### src/source/therm_pkg.sv
// shared constants and types for the thermometer
// bus timing, read spacing, fahrenheit conversion constants,
// digit divisors, sensor reading type, controller state encoding
`default_nettype none

package therm_pkg;

  // two-wire bus timing
  localparam int scl_half = 4;                // sys_clk cycles per half scl period
  localparam logic [7:0] lm75_addr_rd = 8'h91; // addr 1001_000 + read bit

  // controller spacing
  localparam int read_gap   = 64;                  // idle cycles between reads
  localparam int read_limit = 2 * scl_half * 40;   // give up on a read after this

  // fahrenheit: f = ((c * 230) >> 7) + 32
  localparam logic [7:0] k_fahren = 8'd230;   // 9/5 scaled by 128
  localparam logic [7:0] f_offset = 8'd32;

  // digit extraction divisors
  localparam logic [7:0] div_hund = 8'd100;
  localparam logic [7:0] div_ten  = 8'd10;
  localparam logic [7:0] div_one  = 8'd1;

  typedef logic [8:0] temp_t;   // [8:1] whole degrees, [0] half degree

  typedef enum logic [2:0] {
    st_wait,      // gap before next read
    st_read,      // sensor read in flight
    st_mul,       // fahrenheit multiply
    st_div_hund,  // divide by 100
    st_div_ten,   // divide by 10
    st_div_one,   // divide by 1
    st_frac       // celsius half-degree digit
  } ctrl_state_t;

endpackage

`default_nettype wire

### src/source/div_if.sv
// divider request/result bundle
// ctrl side issues start with operands, div side returns quo, rem, done
`timescale 1ns/1ps
`default_nettype none

interface div_if;

  logic       start;     // one-cycle request pulse
  logic [7:0] dividend;  // held until done
  logic [7:0] divisor;   // never zero
  logic [7:0] quo;       // valid from done to next start
  logic [7:0] rem;
  logic       done;      // one-cycle pulse, 9 cycles after start

  // requester side
  modport ctrl (output start, dividend, divisor,
                input  quo, rem, done);

  // divider side
  modport div (input  start, dividend, divisor,
               output quo, rem, done);

endinterface

`default_nettype wire

### src/source/lm75_reader.sv
// two-wire bus master for one lm75 temperature read per request
// start, address byte, ack check, two data bytes, stop
// open-drain data line as sda_in plus sda_oe
`timescale 1ns/1ps
`default_nettype none

module lm75_reader (
  input  logic             sys_clk,
  input  logic             sys_rst_l,
  input  logic             read_temp,
  input  logic             iic_sda_in,
  output logic             iic_scl,
  output logic             iic_sda_oe,
  output therm_pkg::temp_t temp,
  output logic             temp_ready
);
  import therm_pkg::*;

  typedef enum logic [2:0] {r_idle, r_start, r_addr, r_rd0, r_rd1, r_stop} rd_state_t;

  rd_state_t                   state;
  logic [$clog2(scl_half)-1:0] hcnt;      // cycle within half period
  logic                        phase;     // 0 = scl low half, 1 = scl high half
  logic [3:0]                  bit_cnt;   // 8 bits + ack slot
  logic                        got_data;  // both bytes received
  logic [15:0]                 rx_sr;     // received data bytes
  logic                        half_end;
  logic                        sda_drive; // 1 = pull line low

  assign half_end = (int'(hcnt) == scl_half - 1);

  // what the master puts on the line during the scl low half
  always_comb begin
    case (state)
      r_addr:  sda_drive = (bit_cnt == 4'd8) ? 1'b0 : ~lm75_addr_rd[~bit_cnt[2:0]];
      r_rd0:   sda_drive = (bit_cnt == 4'd8);  // ack first byte
      r_stop:  sda_drive = 1'b1;               // low before stop edge
      default: sda_drive = 1'b0;               // released, nack on 2nd byte
    endcase
  end

  always_ff @(posedge sys_clk or negedge sys_rst_l) begin
    if (!sys_rst_l) begin
      state      <= r_idle;
      hcnt       <= '0;
      phase      <= 1'b0;
      bit_cnt    <= '0;
      got_data   <= 1'b0;
      iic_scl    <= 1'b1;
      iic_sda_oe <= 1'b0;
      temp_ready <= 1'b0;
    end else begin
      temp_ready <= 1'b0;
      if (state == r_idle) begin
        hcnt <= '0;
        if (read_temp) begin       // busy reads are simply not seen here
          iic_sda_oe <= 1'b1;      // start: sda falls while scl high
          got_data   <= 1'b0;
          state      <= r_start;
        end
      end else begin
        hcnt <= half_end ? '0 : hcnt + 1'b1;
        // data changes one cycle into the low half
        if (!phase && int'(hcnt) == 1 && state != r_start)
          iic_sda_oe <= sda_drive;
        if (half_end) begin
          if (state == r_start) begin
            iic_scl <= 1'b0;
            phase   <= 1'b0;
            bit_cnt <= '0;
            state   <= r_addr;
          end else if (!phase) begin
            iic_scl <= 1'b1;       // rising scl, slave samples
            phase   <= 1'b1;
          end else if (state == r_stop) begin
            iic_sda_oe <= 1'b0;    // stop: sda rises while scl high
            temp_ready <= got_data;
            phase      <= 1'b0;
            state      <= r_idle;
          end else begin
            iic_scl <= 1'b0;
            phase   <= 1'b0;
            bit_cnt <= (bit_cnt == 4'd8) ? '0 : bit_cnt + 1'b1;
            if (bit_cnt == 4'd8) begin
              case (state)
                r_addr:  state <= iic_sda_in ? r_stop : r_rd0;  // nack aborts
                r_rd0:   state <= r_rd1;
                default: begin
                  got_data <= 1'b1;
                  state    <= r_stop;
                end
              endcase
            end
          end
        end
      end
    end
  end

  // data path, sampled at end of scl high half
  always_ff @(posedge sys_clk) begin
    if (half_end && phase && bit_cnt != 4'd8 && (state == r_rd0 || state == r_rd1))
      rx_sr <= {rx_sr[14:0], iic_sda_in};
    if (half_end && phase && state == r_stop && got_data)
      temp <= rx_sr[15:7];   // msb byte + top bit of lsb byte
  end

endmodule

`default_nettype wire

### src/source/udiv8.sv
// serial restoring 8-bit unsigned divider
// one quotient bit per cycle, done 9 cycles after start
`timescale 1ns/1ps
`default_nettype none

module udiv8 (
  input  logic sys_clk,
  input  logic sys_rst_l,
  div_if.div   bus
);

  logic       busy;
  logic [2:0] cnt;     // step index
  logic [7:0] acc;     // partial remainder
  logic [7:0] q_sr;    // dividend shifting out, quotient shifting in
  logic [8:0] part;    // remainder with next dividend bit
  logic [9:0] diff;    // trial subtraction, [9] = borrow
  logic [7:0] acc_nx;
  logic [7:0] q_nx;

  always_comb begin
    part   = {acc, q_sr[7]};
    diff   = {1'b0, part} - {2'b00, bus.divisor};
    acc_nx = diff[9] ? part[7:0] : diff[7:0];  // restore on borrow
    q_nx   = {q_sr[6:0], ~diff[9]};
  end

  always_ff @(posedge sys_clk or negedge sys_rst_l) begin
    if (!sys_rst_l) begin
      busy     <= 1'b0;
      cnt      <= '0;
      bus.done <= 1'b0;
    end else begin
      bus.done <= busy && cnt == 3'd7;
      if (bus.start) begin
        busy <= 1'b1;
        cnt  <= '0;
      end else if (busy) begin
        cnt <= cnt + 1'b1;
        if (cnt == 3'd7)
          busy <= 1'b0;   // last bit this cycle
      end
    end
  end

  always_ff @(posedge sys_clk) begin
    if (bus.start) begin
      acc  <= '0;
      q_sr <= bus.dividend;
    end else if (busy) begin
      acc  <= acc_nx;
      q_sr <= q_nx;
    end
    if (busy && cnt == 3'd7) begin
      bus.quo <= q_nx;
      bus.rem <= acc_nx;
    end
  end

endmodule

`default_nettype wire

### src/source/umul8.sv
// serial shift-add multiplier, mul_a times the fahrenheit constant
// one multiplier bit per cycle, mul_done 9 cycles after mul_start
`timescale 1ns/1ps
`default_nettype none

module umul8 (
  input  logic        sys_clk,
  input  logic        sys_rst_l,
  input  logic        mul_start,
  input  logic [7:0]  mul_a,
  output logic [15:0] mul_p,
  output logic        mul_done
);
  import therm_pkg::*;

  logic        busy;
  logic [2:0]  cnt;
  logic [15:0] acc;     // {partial sum, multiplier bits left}
  logic [8:0]  sum;     // upper half plus addend, with carry
  logic [15:0] acc_nx;

  always_comb begin
    sum    = {1'b0, acc[15:8]} + (acc[0] ? {1'b0, k_fahren} : 9'd0);
    acc_nx = {sum, acc[7:1]};   // shift right one
  end

  always_ff @(posedge sys_clk or negedge sys_rst_l) begin
    if (!sys_rst_l) begin
      busy     <= 1'b0;
      cnt      <= '0;
      mul_done <= 1'b0;
    end else begin
      mul_done <= busy && cnt == 3'd7;
      if (mul_start) begin
        busy <= 1'b1;
        cnt  <= '0;
      end else if (busy) begin
        cnt <= cnt + 1'b1;
        if (cnt == 3'd7)
          busy <= 1'b0;
      end
    end
  end

  always_ff @(posedge sys_clk) begin
    if (mul_start)
      acc <= {8'h00, mul_a};
    else if (busy)
      acc <= acc_nx;
    if (busy && cnt == 3'd7)
      mul_p <= acc_nx;   // full product
  end

endmodule

`default_nettype wire

### src/source/therm_ctrl.sv
// thermometer sequencer
// read spacing, optional fahrenheit multiply, three divisions,
// digit latch strobes and unit indicators
`timescale 1ns/1ps
`default_nettype none

module therm_ctrl (
  input  logic             sys_clk,
  input  logic             sys_rst_l,
  input  logic             fahren,
  output logic             read_temp,
  input  therm_pkg::temp_t temp,
  input  logic             temp_ready,
  output logic             mul_start,
  output logic [7:0]       mul_a,
  input  logic [15:0]      mul_p,
  input  logic             mul_done,
  div_if.ctrl              div,
  output logic             disp_latch_one,
  output logic             disp_latch_ten,
  output logic             disp_latch_hund,
  output logic [3:0]       disp_data,
  output logic             dp_l,
  output logic             sel_f,
  output logic             sel_c
);
  import therm_pkg::*;

  ctrl_state_t                   state, state_nx;
  logic [$clog2(read_limit)-1:0] tmr, tmr_nx;  // gap and read timeout
  logic                          fahren_q;     // unit held for the sequence
  logic                          rd_go, mul_go, div_go;
  logic [7:0]                    div_num, div_den;
  logic [2:0]                    latch_sel;    // {hund, ten, one}
  logic [3:0]                    show_data;

  assign mul_a = temp[8:1];   // whole degrees
  assign dp_l  = fahren_q;    // point lit in celsius
  assign sel_f = ~fahren_q;
  assign sel_c = fahren_q;

  always_comb begin
    state_nx  = state;
    tmr_nx    = '0;
    rd_go     = 1'b0;
    mul_go    = 1'b0;
    div_go    = 1'b0;
    div_num   = div.rem;      // next digit works on the remainder
    div_den   = div_ten;
    latch_sel = 3'b000;
    show_data = div.quo[3:0];
    case (state)
      st_wait: begin
        tmr_nx = tmr + 1'b1;
        if (int'(tmr) == read_gap - 1) begin
          tmr_nx   = '0;
          rd_go    = 1'b1;
          state_nx = st_read;
        end
      end
      st_read: begin
        tmr_nx = tmr + 1'b1;
        if (temp_ready) begin
          tmr_nx = '0;
          if (fahren) begin
            mul_go   = 1'b1;
            state_nx = st_mul;
          end else begin
            div_go   = 1'b1;
            div_num  = temp[8:1];
            div_den  = div_hund;
            state_nx = st_div_hund;
          end
        end else if (int'(tmr) == read_limit - 1) begin
          tmr_nx   = '0;        // nacked read, try again after the gap
          state_nx = st_wait;
        end
      end
      st_mul: if (mul_done) begin
        div_go   = 1'b1;
        div_num  = mul_p[14:7] + f_offset;  // >>7 then +32
        div_den  = div_hund;
        state_nx = st_div_hund;
      end
      st_div_hund: if (div.done) begin
        latch_sel = {fahren_q, 2'b00};  // celsius drops hundreds
        div_go    = 1'b1;
        state_nx  = st_div_ten;
      end
      st_div_ten: if (div.done) begin
        latch_sel = fahren_q ? 3'b010 : 3'b100;
        div_go    = 1'b1;
        div_den   = div_one;
        state_nx  = st_div_one;
      end
      st_div_one: if (div.done) begin
        latch_sel = fahren_q ? 3'b001 : 3'b010;
        state_nx  = fahren_q ? st_wait : st_frac;
      end
      default: begin            // st_frac
        latch_sel = 3'b001;
        show_data = temp[0] ? 4'd5 : 4'd0;
        state_nx  = st_wait;
      end
    endcase
  end

  always_ff @(posedge sys_clk or negedge sys_rst_l) begin
    if (!sys_rst_l) begin
      state           <= st_wait;
      tmr             <= '0;
      fahren_q        <= 1'b0;
      read_temp       <= 1'b0;
      mul_start       <= 1'b0;
      div.start       <= 1'b0;
      disp_latch_hund <= 1'b1;
      disp_latch_ten  <= 1'b1;
      disp_latch_one  <= 1'b1;
    end else begin
      state           <= state_nx;
      tmr             <= tmr_nx;
      read_temp       <= rd_go;
      mul_start       <= mul_go;
      div.start       <= div_go;
      disp_latch_hund <= ~latch_sel[2];  // one-cycle low strobes
      disp_latch_ten  <= ~latch_sel[1];
      disp_latch_one  <= ~latch_sel[0];
      if (state == st_read && temp_ready)
        fahren_q <= fahren;
    end
  end

  // operands and display data
  always_ff @(posedge sys_clk) begin
    if (div_go) begin
      div.dividend <= div_num;
      div.divisor  <= div_den;
    end
    if (|latch_sel)
      disp_data <= show_data;
  end

endmodule

`default_nettype wire

### src/source/therm_top.sv
// thermometer top level
// sensor reader, sequencer, divider and multiplier on plain pins
`timescale 1ns/1ps
`default_nettype none

module therm_top (
  input  logic       sys_clk,
  input  logic       sys_rst_l,
  output logic       iic_scl,
  input  logic       iic_sda_in,
  output logic       iic_sda_oe,     // high = pull sda low
  input  logic       fahren,
  output logic       disp_latch_one,
  output logic       disp_latch_ten,
  output logic       disp_latch_hund,
  output logic [3:0] disp_data,
  output logic       dp_l,
  output logic       sel_f,
  output logic       sel_c
);
  import therm_pkg::*;

  logic        read_temp;
  temp_t       temp;
  logic        temp_ready;
  logic        mul_start;
  logic [7:0]  mul_a;
  logic [15:0] mul_p;
  logic        mul_done;

  div_if u_div_bus ();   // ctrl <-> divider

  lm75_reader u_reader (
    .sys_clk, .sys_rst_l, .read_temp, .iic_sda_in,
    .iic_scl, .iic_sda_oe, .temp, .temp_ready
  );

  udiv8 u_div (.sys_clk, .sys_rst_l, .bus(u_div_bus.div));

  umul8 u_mul (.sys_clk, .sys_rst_l, .mul_start, .mul_a, .mul_p, .mul_done);

  therm_ctrl u_ctrl (
    .sys_clk, .sys_rst_l, .fahren, .read_temp, .temp, .temp_ready,
    .mul_start, .mul_a, .mul_p, .mul_done, .div(u_div_bus.ctrl),
    .disp_latch_one, .disp_latch_ten, .disp_latch_hund, .disp_data,
    .dp_l, .sel_f, .sel_c
  );

endmodule

`default_nettype wire

### config.mk
export PLATFORM = sky130hd
export DESIGN_NAME = therm_top
export DESIGN_NICKNAME = d
export VERILOG_FILES = /design/src/source/therm_pkg.sv /design/src/source/div_if.sv /design/src/source/lm75_reader.sv /design/src/source/udiv8.sv /design/src/source/umul8.sv /design/src/source/therm_ctrl.sv /design/src/source/therm_top.sv
export SDC_FILE = /design/constraint.sdc
export NUM_CORES = 1
export LEC_CHECK = 0
export ABC_CLOCK_PERIOD_IN_PS = 2170
export BUFFER_PORTS_ARGS = -buffer_cell sky130_fd_sc_hd__buf_2
export CAP_MARGIN = 40
export CELL_PAD_IN_SITES_DETAIL_PLACEMENT = 1
export CELL_PAD_IN_SITES_GLOBAL_PLACEMENT = 2
export CORE_UTILIZATION = 40
export CTS_CLUSTER_SIZE = 28
export DETAILED_ROUTE_END_ITERATION = 10
export PLACE_DENSITY = 0.77
export SLEW_MARGIN = 30
export SYNTH_ARGS = -nofsm -noshare
export SYNTH_HDL_FRONTEND = slang
export SYNTH_HIERARCHICAL = 1
export SYNTH_SLANG_ARGS = --single-unit
### constraint.sdc
create_clock -name sys_clk -period 2.17 [get_ports sys_clk]
set_clock_uncertainty 0.2 [all_clocks]
set_input_delay 0.434 -clock sys_clk [delete_from_list [all_inputs] [get_ports sys_clk]]
set_output_delay 0.434 -clock sys_clk [all_outputs]
set_load 0.005 [all_outputs]
==> impl_metrics.tcl, run 1 <==
set metrics [dict create \
    start_util_pct 41.0 \
    antenna_cells 0 \
    synthCells 534 \
    multiInputGateArea_um2 2660 \
    nets 621 \
    cts_made_buffers 17 \
    core_area_um2 15900 \
    irDropWorstVdd_uv 564 \
    power_density_nw_per_um2 696 \
    synth_area_um2 6510 \
    drt_wl_total_mm 14.8 \
    finalCritPeriodShare_pct 107 \
    maxCapViolations 0 \
    num-fill-cells 1665 \
    grt_pass1_wl_mm 24.1 \
    outcome "complete, but fails checks" \
    place_hpwl_mm 10.5 \
    arrival_ps 2440 \
    die_area_um2 16800 \
    crit_path_start_kind "register" \
    clkSinkCount 135 \
    wire_per_inst_um 18.0 \
    grt_use_met3_pct 5.37 \
    vias 4226 \
    grt_overflow 0 \
    dr.pass1.iters 4 \
    clk_latency_ps 420 \
    hold_violations 0 \
    grt_pass1_vias 4559 \
    worstSetupEndpointType "register" \
    leakage_nw 3.09 \
    dp_cells 772 \
    antenna_found_initial 0 \
    final_antenna_net_count 0 \
    clk_path_buf_depth 2 \
    clockRootBuffer "clkbuf_16" \
    hp-class "primary input to register" \
    setup_viol 17 \
    grt.busiest_layer "met2" \
    final_cells 821 \
    die_y_um 130 \
    synthToLayoutAreaGrowth_pct 20.8 \
    met1_usage_pct 23.9 \
    fp.dieW_um 130 \
    met2_usage_pct 32.4 \
    cts.htree.levels 4 \
    holdWs_ps 35.1 \
    rsz0062_at_grt "yes" \
    drive_gt1_share_pct 28.3 \
    critPathKind "register to register" \
    dp_slack_ps -265 \
    cp_max_fo 6 \
    clkTransAtPathRegs_ps 60 \
    maxSlewViolCount 0 \
    syn_avg_cell_area_um2 12.2 \
    ios 16 \
    io_buffers 15 \
    rows 46 \
    cts_tree "built" \
    worst_slack_ps -159 \
    fmax_ghz 0.429 \
    cp_data_required_time_ps 2280 \
    grt_max_degree 44 \
    grt_usage_pct 19.5 \
    maxSlewHeadroom_pct 61.2 \
    globalplace.congestion 0.794 \
    yosysWarnings 6 \
    worstMarginPinSlew_ps 582 \
    viasPerCell 5.15 \
    fin_crit_ps 2330 \
    drc 0 \
    violations "negative setup slack" \
    drt_iter0_markers 134 \
    area.sequential_um2 3680 \
]
[layer usage]
metal,up-vias,part of all wire (%),wire length [um]
met3,31,2.9,434
met1,2098,44,6580
met5,-,0,0
li1,2033,-,-
met4,0,2.7,406
met2,64,50,7390
[critical path: stages, from the launching register on]
cell and delay [ps]:
edfxtp_1 420, inv_1 70, ha_1 280, nor2b_4 180, o2111ai_4 170, a22oi_4 230
buf_12 170, mux2_4 310, o21a_1 170
[sequential cells by signal, indices dropped and copies added, names as in the netlist, 8 cells and up]
signal,cells
u_mul/mul_p,8
u_ctrl/div.dividend,8
u_div/q_sr,8
u_ctrl/tmr,9
u_div/bus.rem,8
u_reader/rx_sr,16
u_mul/acc,16
u_div/acc,8
u_reader/temp,9
[metrics by stage]
step           setup TNS (ps)  area (um2)  power [mW]  util [%]
6_report                -1540        7860        5.47      49.5
4_1_cts                 -1760        7760        5.53      48.9
2_1_floorplan            -402        6540        2.75         -
5_1_grt                 -2710        7860        5.65      49.5
3_3_place_gp            -1580        6980        2.77      43.9
3_5_place_dp            -3240        6980        2.77      43.9
[final cells by class]
cell class	instances	area share [%]
clock buffers	17	5.41
clock inverters	15	1.74
inverters	28	1.34
multi-input cells	337	33.9
flip-flops and latches	135	46.9
well taps	216	3.44
repair buffers	73	7.34
[cell usage in the layout (no fill, tap or decap), drive strengths merged, types with 4 or more instances in the layout]
cell      instances
dfxtp            16
a22oi             8
o21ai            18
and3              9
inv              29
a211oi            4
xnor2            11
nor3b             5
nor2b             4
mux2i            13
clkbuf           17
mux2             22
dfrtp            39
nor3              8
dfstp             4
nor2             53
and2              6
edfxtp           76
nand4             4
nand2b            7
xor2             10
a21oi            15
nand3            14
a21o              9
buf              72
ha               23
clkinvlp          5
o21a              5
nand2            31
clkinv            7
[worst paths after layout]
path	from	endpoint	slack [ps]	cells past startpoint
min	iic_sda_in	u_reader/rx_sr[0]	40	1
min reg2reg	u_reader/rx_sr[6]	u_reader/rx_sr[7]	220	0
max reg2reg	u_ctrl/div.divisor[3]	u_div/acc[4]	-160	8
min in group asynchronous	sys_rst_l	u_mul/cnt[1]	420	3
max	u_ctrl/div.divisor[3]	u_div/acc[4]	-160	8
max in group asynchronous	sys_rst_l	u_div/busy	940	3
[where the power goes]
| part | switching (mW) | internal (mW) |
|---|---|---|
| Sequential | 0 | 2.69 |
| Clock | 1.08 | 1.67 |
| Combinational | 0.0254 | 0.00837 |
[what timing repair did]
action | in CTS | in global routing
cloned | 1 | 0
pin swaps | 10 | 9
endpoints found under the setup margin | 18 | 21
hold buffers | 1 | 0
endpoints found under the hold margin | 39 | 0
setup buffers | 8 | 8
resized for setup | 25 | 11
Power figures use the tool's default switching activity.
==> run 2, diff against run 1 <==
CORE_UTILIZATION = 39   (was 40)
PLACE_DENSITY = 0.76   (was 0.77)
SYNTH_HIERARCHICAL = default   (was 1)
==> impl_metrics.tcl, run 2 <==
set metrics [dict create \
    leakage_nw 2.89 \
    wire_per_inst_um 17.5 \
    maxSlewHeadroom_pct 62.1 \
    antenna_cells 0 \
    dp_cells 747 \
    grt_max_degree 44 \
    hp-class "primary input to register" \
    final_core_util_pct 49.2 \
    top_regs "u_mul.acc (16), u_reader.rx_sr (16)" \
    drc 0 \
    yosysWarnings 0 \
    final_common_cell "edfxtp_1" \
    die_area_um2 16400 \
    synth_area_um2 6210 \
    setup_viol 3 \
    maxSlewViolCount 0 \
    syn_nets 537 \
    cts.htree.levels 4 \
    nets 587 \
    grt_pass1_vias 4378 \
    worstReg2RegEnd "u_div.acc[0]" \
    num-fill-cells 1590 \
    grt_pass1_wl_mm 22.9 \
    r2r-start "u_ctrl.div.divisor[5]" \
    hold_path_end "u_reader.state[1]" \
    final_cells 784 \
    synth_common_cells "edfxtp_1, nor2_1, dfrtp_1" \
    yosysUniqueCellTypes 69 \
    clockRootBuffer "clkbuf_16" \
    drt_iter0_markers 200 \
    arrival_ps 2320 \
    crit_path_start_kind "register" \
    globalplace.congestion 0.797 \
    grt_overflow 0 \
    ys_async_sr_fraction_pct 31.9 \
    violations "negative setup slack" \
    rr_worst_depth 7 \
    drive_gt1_share_pct 25.3 \
    core_area_um2 15400 \
    outcome "complete, but fails checks" \
    min-delay-start "iic_sda_in" \
    power_density_nw_per_um2 770 \
    hold_violations 0 \
    synthTopCellsByArea "edfxtp_1, dfrtp_1, dfxtp_1" \
    maxCapViolations 0 \
    clkTransAtPathRegs_ps 60 \
    vias 4060 \
    whs_path_depth 2 \
    ios 16 \
    finalSetupTns_ps -45.9 \
    antenna_found_initial 0 \
    yosysSeqAreaShare_pct 59.3 \
    io_buffers 15 \
    finalCritPeriodShare_pct 101 \
    fp.dieW_um 128 \
    synthToLayoutAreaGrowth_pct 21.9 \
    synth_top_flop_cell "edfxtp_1" \
    cts_made_buffers 17 \
    ys_ff_latch 135 \
    clkSinkCount 135 \
    final_antenna_net_count 0 \
    start_util_pct 40.4 \
    cts_tree "built" \
    place_hpwl_mm 9.60 \
    viasPerCell 5.18 \
    worstSetupEndpointType "register" \
    mostFrequentLayoutCells "edfxtp_1, nor2_1, dfrtp_1" \
    r2r_slack_ps -20 \
    fmax_ghz 0.456 \
    cp_data_required_time_ps 2290 \
    rsz0062_at_grt "yes" \
    synth_top_area_share_pct 36.7 \
    worst_slack_ps -21.1 \
    worstMarginPinSlew_ps 568 \
    fin_crit_ps 2190 \
    yosysTopAreaCell "edfxtp_1" \
    drt_wl_total_mm 13.7 \
    clk_path_buf_depth 2 \
    rows 45 \
    die_y_um 128 \
    irDropWorstVdd_uv 682 \
    grt_usage_pct 18.4 \
    cp_max_fo 8 \
    critPathKind "register to register" \
    synthCells 510 \
    clk_latency_ps 420 \
    yosysMostFrequentCell "edfxtp_1" \
    dr.pass1.iters 4 \
    syn_avg_cell_area_um2 12.2 \
    synth_edf_count 76 \
]
-- run 2: critical path, stage by stage, from the launching register on --
cell and delay (ps):
edfxtp_1 370, inv_2 130, ha_4 230, o21ai_4 150
a21oi_4 70, o311a_4 360, or4_1 510, o311ai_1 80
-- run 2: cell type report --
class                   count  area (um2)  share of cell area, %
clock inverters            14         205                   2.71
well taps                 211         264                   3.49
multi-input cells         327        2490                   33.0
inverters                  27         101                   1.34
clock buffers              18         429                   5.67
flip-flops and latches    135        3680                   48.7
repair buffers             52         392                   5.17
-- run 2: repair_timing --
item,CTS,global route
endpoints found under the setup margin,8,19
resized for setup,4,14
pin swaps,4,10
hold endpoints to repair,39,0
buffers inserted,2,2
hold buffers,1,0
-- run 2: logic make-up after synthesis --
kind of cell	count (synthesis)	synth area share, %
buffers and inverters	48	3.16
flip-flops	135	59.3
multiplexers	32	5.52
AO/OA/AOI/OAI	95	11.2
XOR/XNOR	20	2.82
AND/OR/NAND/NOR	157	13.2
adder cells (fa/ha/maj)	23	4.88
-- run 2: per-layer routing --
layer  share of wire, %  up-vias  wire length (um)  track usage [%]
met5                  0        -                 0                0
met4                1.4        0               193             6.44
met3                2.6       17               357             4.17
met2                 50       38              6910             31.4
met1                 46     2053              6250             23.0
li1                   -     1952                 -                -
-- run 2: per-stage QoR --
stage          hold slack, ps  area (um2)  power (mW)  setup WS [ps]
3_3_place_gp              205        6810        2.76          0.594
4_1_cts                  15.7        7480        5.91          -3.30
5_1_grt                  22.6        7570        6.00          -85.6
2_1_floorplan           -61.6        6300        2.74          -14.8
6_report                 30.7        7570        5.83          -21.1
3_5_place_dp              208        6810        2.76          -69.8
-- run 2: how the worst max path moves through the flow --
stage	slack, ps	from	to	cells after the start
after detailed placement	-70	u_ctrl.div.divisor[3]	u_div.acc[3]	8
final	-20	u_ctrl.div.divisor[5]	u_div.acc[0]	7
after global routing	-90	u_ctrl.div.divisor[5]	u_div.acc[0]	7
after global placement	0.6	u_div.q_sr[7]	u_div.bus.rem[6]	8
after floorplan	-10	u_ctrl.div.divisor[3]	u_div.bus.rem[5]	7
after CTS	-3	u_ctrl.div.divisor[5]	u_div.acc[0]	7
-- run 2: where the power goes --
group          switching, mW  internal, mW  leakage, nW  total, mW
logic                 0.0183       0.00489         1.35     0.0232
registers                  0          2.69         1.25       2.69
clock network           1.10          2.03        0.297       3.12
==> run 3, diff against run 2 <==
PLACE_DENSITY = default   (was 0.76)
PLACE_DENSITY_LB_ADDON = 0.1   (was default)
==> impl_metrics.tcl, run 3 (same netlist as run 2, synthesis figures left out) <==
set metrics [dict create \
    ios 16 \
    setup_viol 1 \
    outcome "complete, but fails checks" \
    rows 45 \
    final_common_cell "edfxtp_1" \
    holdWs_ps 121 \
    grt_overflow 0 \
    dr.pass1.iters 4 \
    critPathKind "register to register" \
    hold_violations 0 \
    core_area_um2 15400 \
    final_cells 793 \
    final_antenna_net_count 0 \
    vias 4086 \
    dp_slack_ps -43.4 \
    maxSlewHeadroom_pct 60.2 \
    synthToLayoutAreaGrowth_pct 22.0 \
    worstMarginPinSlew_ps 597 \
    mostFrequentLayoutCells "edfxtp_1, nor2_1, buf_4" \
    clk_path_buf_depth 2 \
    die_area_um2 16400 \
    maxSlewViolCount 0 \
    io_buffers 15 \
    clkTransAtPathRegs_ps 60 \
    antenna_cells 0 \
    dp_cells 751 \
    top_regs "u_mul.acc (16), u_reader.rx_sr (16)" \
    drive_gt1_share_pct 26.6 \
    clk_latency_ps 420 \
    grt_pass1_wl_mm 22.4 \
    violations "negative setup slack" \
    place_area_um2 6830 \
    drt_wl_total_mm 13.4 \
    drc 0 \
    cp_max_fo 3 \
    grt_max_degree 44 \
    fin_crit_ps 2190 \
    power_density_nw_per_um2 731 \
    worst_slack_ps -20.1 \
    rsz0062_at_grt "yes" \
    rr_worst_depth 8 \
    p_total_mw 5.54 \
    cts.htree.levels 4 \
    arrival_ps 2160 \
    globalplace.congestion 0.788 \
    fp.dieW_um 128 \
    clkSinkCount 135 \
    antenna_found_initial 1 \
    start_util_pct 40.4 \
    clockRootBuffer "clkbuf_16" \
    maxCapViolations 0 \
    cts_made_buffers 17 \
    wire_per_inst_um 16.8 \
    leakage_nw 2.90 \
    grt_usage_pct 18.2 \
    design_area_um2 7580 \
    cts_tree "built" \
    whs_path_depth 2 \
    hp-class "primary input to register" \
    num-fill-cells 1614 \
    fmax_ghz 0.457 \
    final_core_util_pct 49.3 \
    viasPerCell 5.15 \
    place_hpwl_mm 9.44 \
    nets 596 \
    finalCritPeriodShare_pct 101 \
    finalSetupTns_ps -20.1 \
    crit_path_start_kind "register" \
    die_y_um 128 \
    grt_pass1_vias 4246 \
    irDropWorstVdd_uv 495 \
    drt_iter0_markers 191 \
    cp_data_required_time_ps 2140 \
    worstSetupEndpointType "register" \
]
run 3: cell count changes in the layout (fill, tap and decap cells not counted), moves of 3 or more:
cell | previous run | this run
buf_4 | 31 | 40
bufinv_16 | 5 | 2
clkinv_1 | 4 | 1
clkinv_4 | 1 | 4
run 3: cell type report:
cell class	instances	area, um2	share of cell area, %
flip-flops and latches	135	3680	48.6
multi-input cells	327	2500	32.9
repair buffers	61	449	5.93
clock buffers	19	433	5.71
well taps	211	264	3.48
clock inverters	13	149	1.97
inverters	27	101	1.34
run 3: critical path: stages (launching register included):
cell      delay, ps
edfxtp_1        390
inv_2           130
ha_4            220
buf_4           140
nor2b_2         150
o211ai_1        150
nand3b_1        120
xor2_1          170
mux2_2          270
run 3: power by group:
| part | internal [mW] | total, mW | switching, mW |
|---|---|---|---|
| Sequential | 2.69 | 2.69 | 0 |
| Combinational | 0.00605 | 0.0250 | 0.0189 |
| Clock | 1.70 | 2.83 | 1.12 |
| Total | 4.39 | 5.54 | 1.14 |
run 3: metal layers:
layer  wire [um]  up-vias  track usage, %
met4         221        2            6.78
li1            -     1968               -
met2        6480       47            29.1
met3         366       21            5.13
met1        6280     2048            23.4
met5          10        -               0
run 3: timing repair:
| action | CTS | global route |
|---|---|---|
| endpoints found under the setup margin | 4 | 22 |
| setup buffers | 5 | 3 |
| gates resized for setup | 3 | 17 |
| hold endpoints to repair | 40 | 0 |
| pin swaps | 8 | 9 |
| hold buffers | 2 | 0 |
run 3: path summary, 6_finish.rpt:
path                                       startpoint  slack (ps)             endpoint
worst min-delay path                           fahren         120     u_ctrl.mul_start
max in group asynchronous                   sys_rst_l         920  u_reader.bit_cnt[3]
worst max register to register  u_ctrl.div.divisor[5]         -20     u_div.bus.rem[6]
min in group asynchronous                   sys_rst_l         440  u_reader.bit_cnt[0]
worst min register to register      u_reader.rx_sr[3]         230    u_reader.rx_sr[4]
worst max-delay path            u_ctrl.div.divisor[5]         -20     u_div.bus.rem[6]
